===== src/hw/int_alu_cfg.svh =====
`ifndef INT_ALU_CFG_SVH
`define INT_ALU_CFG_SVH

// ------------------------------------------------------------
// Widths of the integer ALU lane
// ------------------------------------------------------------

// Operand and result word
`define INT_ALU_XLEN 64

// Flag vector, from the top bit x o s z c
`define INT_ALU_FLAGS_W 5

// Opcode field as it arrives from the issue port
`define INT_ALU_OP_W 8

`endif


===== src/hw/int_alu_pkg.sv =====
`include "int_alu_cfg.svh"

package int_alu_pkg;

  // ------------------------------------------------------------
  // Datapath words
  // ------------------------------------------------------------
  typedef logic [`INT_ALU_XLEN-1:0] data_t;
  typedef logic [`INT_ALU_FLAGS_W-1:0] flags_t;

  localparam int FLAG_C = 0;  // Carry out, or borrow on subtract
  localparam int FLAG_Z = 1;
  localparam int FLAG_S = 2;
  localparam int FLAG_O = 3;  // Signed overflow
  localparam int FLAG_X = 4;  // Illegal opcode seen

  // ------------------------------------------------------------
  // Opcodes, every other encoding decodes as illegal
  // ------------------------------------------------------------
  typedef enum logic [`INT_ALU_OP_W-1:0] {
    OP_ADD64 = 8'h01,
    OP_ADD32 = 8'h02,
    OP_SUB64 = 8'h03,
    OP_SUB32 = 8'h04,
    OP_ADC64 = 8'h05,
    OP_CMP64 = 8'h06,
    OP_CMP32 = 8'h07,
    OP_AND   = 8'h10,
    OP_OR    = 8'h11,
    OP_XOR   = 8'h12,
    OP_SHL64 = 8'h20,
    OP_SHR64 = 8'h21,
    OP_SAR64 = 8'h22,
    OP_SHL32 = 8'h24,
    OP_SHR32 = 8'h25,
    OP_SAR32 = 8'h26
  } opcode_t;

  // Where an operand comes from at the issue edge
  typedef enum logic [2:0] {
    SRC_PORT    = 3'd0,
    SRC_EXT     = 3'd1,
    SRC_EXT_OLD = 3'd2,
    SRC_OWN     = 3'd3,
    SRC_OWN_OLD = 3'd4
  } fwd_src_t;

  typedef enum logic [1:0] {
    UNIT_ADD   = 2'd0,
    UNIT_LOGIC = 2'd1,
    UNIT_SHIFT = 2'd2
  } alu_unit_t;

  localparam logic [1:0] LOGIC_AND = 2'd0;
  localparam logic [1:0] LOGIC_OR  = 2'd1;
  localparam logic [1:0] LOGIC_XOR = 2'd2;

  // Decoded control, passed from the forward stage to execute
  typedef struct packed {
    alu_unit_t  unit;
    logic       is_sub;
    logic       use_carry;
    logic       is_word;        // 32-bit width
    logic       arith;          // Sign fill on right shift
    logic       dir_right;
    logic [1:0] logic_fn;
    logic       writes_result;
    logic       illegal;
  } alu_ctl_t;

endpackage


===== src/hw/operand_forward.sv =====
`timescale 1ns/1ns

module operand_forward #(
  parameter type payload_t = logic
) (
  input  logic                  clk,
  input  logic                  rst_n,
  input  int_alu_pkg::fwd_src_t sel,
  input  payload_t              port_val,
  input  payload_t              ext_val,
  input  payload_t              own_val,
  output payload_t              operand
);
  import int_alu_pkg::*;

  payload_t ext_old;  // External bus as it was one edge back
  payload_t own_old;  // Own result as it was one edge back
  payload_t picked;

  // ------------------------------------------------------------
  // Bypass select
  // ------------------------------------------------------------
  always_comb begin
    case (sel)
      SRC_EXT:     picked = ext_val;
      SRC_EXT_OLD: picked = ext_old;
      SRC_OWN:     picked = own_val;
      SRC_OWN_OLD: picked = own_old;
      default:     picked = port_val;
    endcase
  end

  // History copies shift on every edge, whether or not an op issues
  always_ff @(posedge clk) begin
    ext_old <= ext_val;
    own_old <= own_val;
  end

  // Operand register feeding the execute stage
  always_ff @(posedge clk) begin
    operand <= picked;
  end

  // ------------------------------------------------------------
  // Checks
  // ------------------------------------------------------------

  // Codes 5 to 7 would silently fall back to the issue port value
  a_sel_legal: assert property (
    @(posedge clk) disable iff (!rst_n)
    sel inside {SRC_PORT, SRC_EXT, SRC_EXT_OLD, SRC_OWN, SRC_OWN_OLD}
  ) else $error("operand_forward: select code %0d is not a forwarding source", sel);

endmodule


===== src/hw/op_decode.sv =====
`timescale 1ns/1ns

module op_decode (
  input  logic                  clk,
  input  logic                  rst_n,
  input  logic                  issue_valid,
  input  int_alu_pkg::opcode_t  issue_op,
  output int_alu_pkg::alu_ctl_t ctl,
  output logic                  ctl_valid
);
  import int_alu_pkg::*;

  alu_ctl_t ctl_next;

  // ------------------------------------------------------------
  // Opcode translation
  // ------------------------------------------------------------
  always_comb begin
    ctl_next = '0;
    ctl_next.unit = UNIT_ADD;
    ctl_next.writes_result = 1'b1;
    case (issue_op)
      OP_ADD64: ;
      OP_ADD32: ctl_next.is_word = 1'b1;
      OP_SUB64: ctl_next.is_sub = 1'b1;
      OP_SUB32: begin
        ctl_next.is_sub = 1'b1;
        ctl_next.is_word = 1'b1;
      end
      OP_ADC64: ctl_next.use_carry = 1'b1;  // Carry taken from the flags operand
      OP_CMP64: begin
        ctl_next.is_sub = 1'b1;
        ctl_next.writes_result = 1'b0;
      end
      OP_CMP32: begin
        ctl_next.is_sub = 1'b1;
        ctl_next.is_word = 1'b1;
        ctl_next.writes_result = 1'b0;
      end
      OP_AND, OP_OR, OP_XOR: begin
        ctl_next.unit = UNIT_LOGIC;
        ctl_next.logic_fn = (issue_op == OP_OR)  ? LOGIC_OR :
                            (issue_op == OP_XOR) ? LOGIC_XOR : LOGIC_AND;
      end
      OP_SHL64, OP_SHR64, OP_SAR64, OP_SHL32, OP_SHR32, OP_SAR32: begin
        ctl_next.unit = UNIT_SHIFT;
        ctl_next.is_word = (issue_op == OP_SHL32) || (issue_op == OP_SHR32) ||
                           (issue_op == OP_SAR32);
        ctl_next.dir_right = (issue_op != OP_SHL64) && (issue_op != OP_SHL32);
        ctl_next.arith = (issue_op == OP_SAR64) || (issue_op == OP_SAR32);
      end
      default: begin
        ctl_next.illegal = 1'b1;
        ctl_next.writes_result = 1'b0;
      end
    endcase
  end

  // ------------------------------------------------------------
  // Stage register, lines up with the forwarded operands
  // ------------------------------------------------------------
  always_ff @(posedge clk) begin
    if (!rst_n) begin
      ctl_valid <= 1'b0;
      ctl <= '0;
    end else begin
      ctl_valid <= issue_valid;
      ctl <= ctl_next;
    end
  end

  // A decoded op never both writes a result and reports itself illegal
  a_illegal_no_write: assert property (
    @(posedge clk) disable iff (!rst_n)
    ctl_valid |-> !(ctl.illegal && ctl.writes_result)
  ) else $error("op_decode: op decoded as illegal with a result write");

endmodule


===== src/hw/alu_exec.sv =====
`timescale 1ns/1ns
`include "int_alu_cfg.svh"

module alu_exec (
  input  logic                  clk,
  input  logic                  rst_n,
  input  logic                  ctl_valid,
  input  int_alu_pkg::alu_ctl_t ctl,
  input  int_alu_pkg::data_t    a,
  input  int_alu_pkg::data_t    b,
  input  int_alu_pkg::flags_t   flags_in,
  output int_alu_pkg::data_t    res,
  output int_alu_pkg::flags_t   res_flags,
  output logic                  res_valid,
  output logic                  res_wen
);
  import int_alu_pkg::*;

  localparam int XLEN = `INT_ALU_XLEN;
  localparam int HALF = XLEN / 2;
  localparam int SHW  = $clog2(XLEN);

  data_t           b_inv;
  logic            carry_in;
  logic [XLEN:0]   sum_full;
  data_t           sum;
  logic            carry_w;
  logic            ovf_w;
  data_t           logic_res;
  logic [SHW-1:0]  sh_amt;
  data_t           sh_src;
  logic            sh_fill;
  logic [2*XLEN-1:0] sh_wide;
  data_t           shift_res;
  data_t           raw_res;
  data_t           res_next;
  flags_t          flags_next;

  // ------------------------------------------------------------
  // Adder, shared by add, adc, sub and cmp
  // ------------------------------------------------------------
  always_comb begin
    b_inv = ctl.is_sub ? ~b : b;
    carry_in = ctl.is_sub | (ctl.use_carry & flags_in[FLAG_C]);
    sum_full = {1'b0, a} + {1'b0, b_inv} + {{XLEN{1'b0}}, carry_in};
    sum = sum_full[XLEN-1:0];
    if (ctl.is_word) begin
      carry_w = sum[HALF] ^ a[HALF] ^ b_inv[HALF];  // Carry into bit 32 is the word carry out
      ovf_w = (a[HALF-1] == b_inv[HALF-1]) && (sum[HALF-1] != a[HALF-1]);
    end else begin
      carry_w = sum_full[XLEN];
      ovf_w = (a[XLEN-1] == b_inv[XLEN-1]) && (sum[XLEN-1] != a[XLEN-1]);
    end
  end

  always_comb begin
    case (ctl.logic_fn)
      LOGIC_OR:  logic_res = a | b;
      LOGIC_XOR: logic_res = a ^ b;
      default:   logic_res = a & b;
    endcase
  end

  // ------------------------------------------------------------
  // Shifter, amount taken modulo the operation width
  // ------------------------------------------------------------
  always_comb begin
    sh_amt = ctl.is_word ? {1'b0, b[SHW-2:0]} : b[SHW-1:0];
    sh_src = ctl.is_word ? {{HALF{ctl.arith & a[HALF-1]}}, a[HALF-1:0]} : a;
    sh_fill = ctl.arith & sh_src[XLEN-1];
    sh_wide = {{XLEN{sh_fill}}, sh_src} >> sh_amt;
    shift_res = ctl.dir_right ? sh_wide[XLEN-1:0] : sh_src << sh_amt;
  end

  // Result select and flags
  always_comb begin
    case (ctl.unit)
      UNIT_LOGIC: raw_res = logic_res;
      UNIT_SHIFT: raw_res = shift_res;
      default:    raw_res = sum;
    endcase
    res_next = ctl.is_word ? {{HALF{1'b0}}, raw_res[HALF-1:0]} : raw_res;
    flags_next = '0;
    if (ctl.illegal) begin
      flags_next[FLAG_X] = 1'b1;
    end else begin
      flags_next[FLAG_S] = ctl.is_word ? raw_res[HALF-1] : raw_res[XLEN-1];
      flags_next[FLAG_Z] = (res_next == '0);
      if (ctl.unit == UNIT_ADD) begin
        flags_next[FLAG_C] = carry_w ^ ctl.is_sub;  // Borrow is the inverted carry
        flags_next[FLAG_O] = ovf_w;
      end
    end
  end

  // ------------------------------------------------------------
  // Result register
  // ------------------------------------------------------------
  always_ff @(posedge clk) begin
    if (!rst_n) begin
      res_valid <= 1'b0;
      res_wen <= 1'b0;
      res <= '0;
      res_flags <= '0;
    end else begin
      res_valid <= ctl_valid;
      res_wen <= ctl_valid & ctl.writes_result;
      if (ctl_valid) begin
        res_flags <= flags_next;
        if (ctl.writes_result) begin
          res <= res_next;  // Compare and illegal ops keep the old value
        end
      end
    end
  end

  a_wen_needs_valid: assert property (
    @(posedge clk) disable iff (!rst_n)
    res_wen |-> res_valid
  ) else $error("alu_exec: result write without a valid result");

  a_outputs_known: assert property (
    @(posedge clk) disable iff (!rst_n)
    !$isunknown({res_valid, res_wen, res, res_flags})
  ) else $error("alu_exec: unknown value on the result bus");

endmodule


===== src/hw/int_alu_lane.sv =====
`timescale 1ns/1ns

module int_alu_lane (
  input  logic                  clk,
  input  logic                  rst_n,
  input  logic                  issue_valid,
  input  int_alu_pkg::opcode_t  issue_op,
  input  int_alu_pkg::data_t    a_val,
  input  int_alu_pkg::data_t    b_val,
  input  int_alu_pkg::flags_t   flags_val,
  input  int_alu_pkg::fwd_src_t a_src,
  input  int_alu_pkg::fwd_src_t b_src,
  input  int_alu_pkg::fwd_src_t f_src,
  input  int_alu_pkg::data_t    ext_res,
  input  int_alu_pkg::flags_t   ext_flags,
  output int_alu_pkg::data_t    res,
  output int_alu_pkg::flags_t   res_flags,
  output logic                  res_valid,
  output logic                  res_wen
);
  import int_alu_pkg::*;

  data_t    a_op;
  data_t    b_op;
  flags_t   f_op;
  alu_ctl_t ctl;
  logic     ctl_valid;

  // ------------------------------------------------------------
  // Forward and decode stage
  // ------------------------------------------------------------
  operand_forward #(.payload_t(data_t)) fwd_a (
    .clk      (clk),
    .rst_n    (rst_n),
    .sel      (a_src),
    .port_val (a_val),
    .ext_val  (ext_res),
    .own_val  (res),
    .operand  (a_op)
  );

  operand_forward #(.payload_t(data_t)) fwd_b (
    .clk      (clk),
    .rst_n    (rst_n),
    .sel      (b_src),
    .port_val (b_val),
    .ext_val  (ext_res),
    .own_val  (res),
    .operand  (b_op)
  );

  // Flags follow the same bypass paths as the data words
  operand_forward #(.payload_t(flags_t)) fwd_f (
    .clk      (clk),
    .rst_n    (rst_n),
    .sel      (f_src),
    .port_val (flags_val),
    .ext_val  (ext_flags),
    .own_val  (res_flags),
    .operand  (f_op)
  );

  op_decode decode0 (
    .clk         (clk),
    .rst_n       (rst_n),
    .issue_valid (issue_valid),
    .issue_op    (issue_op),
    .ctl         (ctl),
    .ctl_valid   (ctl_valid)
  );

  // Execute stage
  alu_exec exec0 (
    .clk       (clk),
    .rst_n     (rst_n),
    .ctl_valid (ctl_valid),
    .ctl       (ctl),
    .a         (a_op),
    .b         (b_op),
    .flags_in  (f_op),
    .res       (res),
    .res_flags (res_flags),
    .res_valid (res_valid),
    .res_wen   (res_wen)
  );

endmodule


===== config.mk =====
export PLATFORM = sky130hd
export DESIGN_NAME = int_alu_lane
export DESIGN_NICKNAME = d
export VERILOG_FILES = /design/src/hw/int_alu_pkg.sv /design/src/hw/operand_forward.sv /design/src/hw/op_decode.sv /design/src/hw/alu_exec.sv /design/src/hw/int_alu_lane.sv
export VERILOG_INCLUDE_DIRS = /design/src /design/src/hw
export SDC_FILE = /design/constraint.sdc
export NUM_CORES = 2
export LEC_CHECK = 0
export BUFFER_PORTS_ARGS = -buffer_cell sky130_fd_sc_hd__buf_2
export CAP_MARGIN = 40
export CORE_ASPECT_RATIO = 1.2
export CORE_UTILIZATION = 29
export DETAILED_ROUTE_END_ITERATION = 16
export GPL_TIMING_DRIVEN = 0
export PLACE_DENSITY = 0.45
export RECOVER_POWER = 100
export SYNTH_ARGS = -nofsm -noshare
export SYNTH_HDL_FRONTEND = slang
export SYNTH_HIERARCHICAL = 1
export SYNTH_SLANG_ARGS = --single-unit

===== constraint.sdc =====
create_clock -name clk -period 7 [get_ports clk]
set_input_delay 0.7 -clock clk [delete_from_list [all_inputs] [get_ports clk]]
set_output_delay 0.7 -clock clk [all_outputs]
set_load 0.01 [all_outputs]

==> results.py <==
metrics = {
    "run_status": {
        "outcome": "finished with violations",
        "violations": "capacitance limit, slew limit, setup timing",
    },
    "power": {
        "power_frac_comb": 0.452,
        "intPower_uw": 5940,
        "irDropWorstVdd_mv": 0.175,
        "total_power_uw": 10800,
        "p_clk_frac": 0.255,
        "switchingPower_uw": 4860,
        "leakagePower_uw": 0.0169,
        "p_per_area_nw_per_um2": 249,
        "pwr-share-seq": 0.292,
        "switching_share": 0.450,
    },
    "run": {
        "drv_cap": 1,
    },
    "clock_tree": {
        "cts.sinks": 470,
        "cts_root_buf": "clkbuf_16",
        "cts_tree": "built",
        "clkLatencyLatePin_ps": 630,
        "cts.htree.levels": 2,
        "cts_buffers": 49,
        "ctsLongestPathBuffers": 3,
        "clk_pin_slew_ps": 70,
    },
    "timing": {
        "period_share": 1.01,
        "period_minus_slack_ps": 7080,
        "fmax_mhz": 141,
        "max_slew.worst_pin.slew_ps": 1720,
        "relSlewSlack": -0.149,
        "finalHoldViolations": 0,
        "fin_worst_skew_ps": 49.4,
        "fin_ws_ps": -83.1,
        "slew_viol_final": 11,
        "rsz0062_at_grt": "false",
        "final-setup-viol-count": 1,
    },
    "global_route": {
        "grt_pass1_wl_mm": 362,
        "grt_max_degree": 20,
        "grt_antenna_before_repair": 29,
        "grt.overflow.total": 0,
        "grt_pass1_vias": 39693,
        "grt_usage": 0.415,
    },
    "route": {
        "route.met2.wl_mm": 123,
        "viasPerCell": 6.34,
        "drc_errors": 0,
        "wire_per_inst_um": 41.8,
        "ant_nets": 0,
        "routed-wl-met3_mm": 20.6,
        "vias": 41534,
        "drt-total-wl_mm": 274,
        "firstDrtPassIters": 8,
        "highest_layer": "met5",
        "route.layer.met1.wl_mm": 103,
        "drt-initial-drc-count": 4778,
    },
    "logic_synthesis": {
        "synth_fp_nets": 4808,
        "netlist_area_um2": 36800,
        "syn_area_per_cell_um2": 8.38,
        "netlist_instances": 4387,
        "synth_warnings": 6,
    },
    "worst_hold_path": {
        "worstHoldStart": "ext_flags[0]",
        "hold_path_end": "fwd_f/ext_old[0]",
        "hold_depth": 1,
        "holdCritPathClass": "input port to flip-flop",
    },
    "floorplan": {
        "initial_core_util": 0.294,
        "row_count": 142,
        "dieArea_um2": 128000,
        "chipWidth_um": 327,
        "die_h_um": 392,
        "ios": 293,
        "core_um2": 125000,
    },
    "worst_setup_path": {
        "reg2regPathDepth": 19,
        "crit_start": "fwd_b/operand[3]",
        "startpoint_type": "flip-flop",
        "crit_type": "flip-flop to flip-flop",
        "crit_required_ps": 7560,
        "cp-end-kind": "flip-flop",
        "cp.arrival_ps": 7640,
        "r2r_start": "fwd_b/operand[3]",
        "cp_max_fo": 10,
        "rr_endpoint": "exec0/res_flags[1]",
        "r2r_slack_ps": -80,
    },
    "final_layout": {
        "fillers": 13388,
        "syn_to_final_growth_pct": 17.8,
        "layout_commonest_cell": "dfxtp_1",
        "finalNetCount": 5271,
        "post-route-util": 0.346,
        "final_cell_mix": "dfxtp_1 (469), a21oi_1 (346), clkbuf_1 (343)",
        "drive_above_1_share": 0.154,
    },
    "placed_design": {
        "port_buffers": 281,
        "gp_congestion": 1.13,
        "place.detailed.hpwl_mm": 224,
    },
}
[routing by layer]
layer  up-vias  track usage
met4         8        0.335
met1     20559        0.478
li1      17391            -
met5         -            0
met2      2634        0.670
met3       942       0.0803
[repair_timing]
action,in CTS,in global routing
pin swaps,0,0
setup buffers,2,0
hold buffers,0,0
resized for setup,15,8
endpoints found under the setup margin,19,2
[cell type report]
| class | instances | area, µm² | area share |
|---|---|---|---|
| clock buffer | 67 | 1400 | 0.0324 |
| timing repair buffer | 415 | 2670 | 0.0617 |
| clock inverter | 19 | 274 | 0.00633 |
| sequential | 470 | 9410 | 0.217 |
| buffer | 386 | 2150 | 0.0496 |
| inverter | 168 | 631 | 0.0146 |
| antenna | 13 | 32.5 | 0.000751 |
| multi-input combinational | 3360 | 24700 | 0.569 |
| tap | 1656 | 2070 | 0.0478 |
[flip-flops by register name, indices dropped and copies added, names as in the netlist]
name	flops
fwd_a/ext_old	64
fwd_b/operand	64
exec0/res_wen	1
fwd_f/ext_old	1
decode0/ctl_valid	1
fwd_a/operand	64
exec0/res	64
fwd_a/own_old	64
fwd_b/own_old	64
exec0/res_valid	1
fwd_f/operand	1
decode0/ctl	11
fwd_b/ext_old	64
fwd_f/own_old	1
exec0/res_flags	5
[critical path: stages, from the launching register on]
cell and delay (ps):
dfxtp_1 620, inv_1 460, buf_1 470, buf_8 240, buf_2 430, buf_2 580, clkbuf_1 690, buf_8 260
ha_1 250, a221oi_1 320, nor3_1 140, nor3_1 230, o221ai_1 150, o21ai_0 650, nand4_1 200, nor4_2 280
nand4_1 260, nor4_2 340, nand4_1 160, o21ai_1 180
[how the worst max path moves through the flow]
| stage | cells past startpoint | slack, ps | end |
|---|---|---|---|
| after floorplan | 21 | 2020 | exec0/res_flags[1] |
| after detailed placement | 20 | -900 | exec0/res_flags[1] |
| after CTS | 22 | 20 | exec0/res_flags[1] |
| final | 19 | -80 | exec0/res_flags[1] |
| after global routing | 20 | 7 | exec0/res_flags[1] |
| after global placement | 19 | -2180 | exec0/res_flags[1] |
[per-stage QoR]
step	std cells	instance area, µm²	worst slack, ps	hold slack (ps)	TNS, ps
2_1_floorplan	4387	36800	2020	417	0
3_3_place_gp	6324	40200	-2180	438	-40370
3_5_place_dp	6452	41700	-897	435	-4810
4_1_cts	6538	43400	16.8	193	0
5_1_grt	6543	43300	7.19	208	0
6_report	6554	43300	-83.1	222	-83.1
[power by group through the flow]
stage          Clock [µW]  Sequential (µW)  Combinational (µW)
2_1_floorplan           0             2980                2440
3_3_place_gp            0             3230                4430
3_5_place_dp            0             3190                4580
4_1_cts              2800             3130                4620
5_1_grt              2900             3150                4920
6_report             2760             3160                4890
Power figures use the tool's default switching activity.
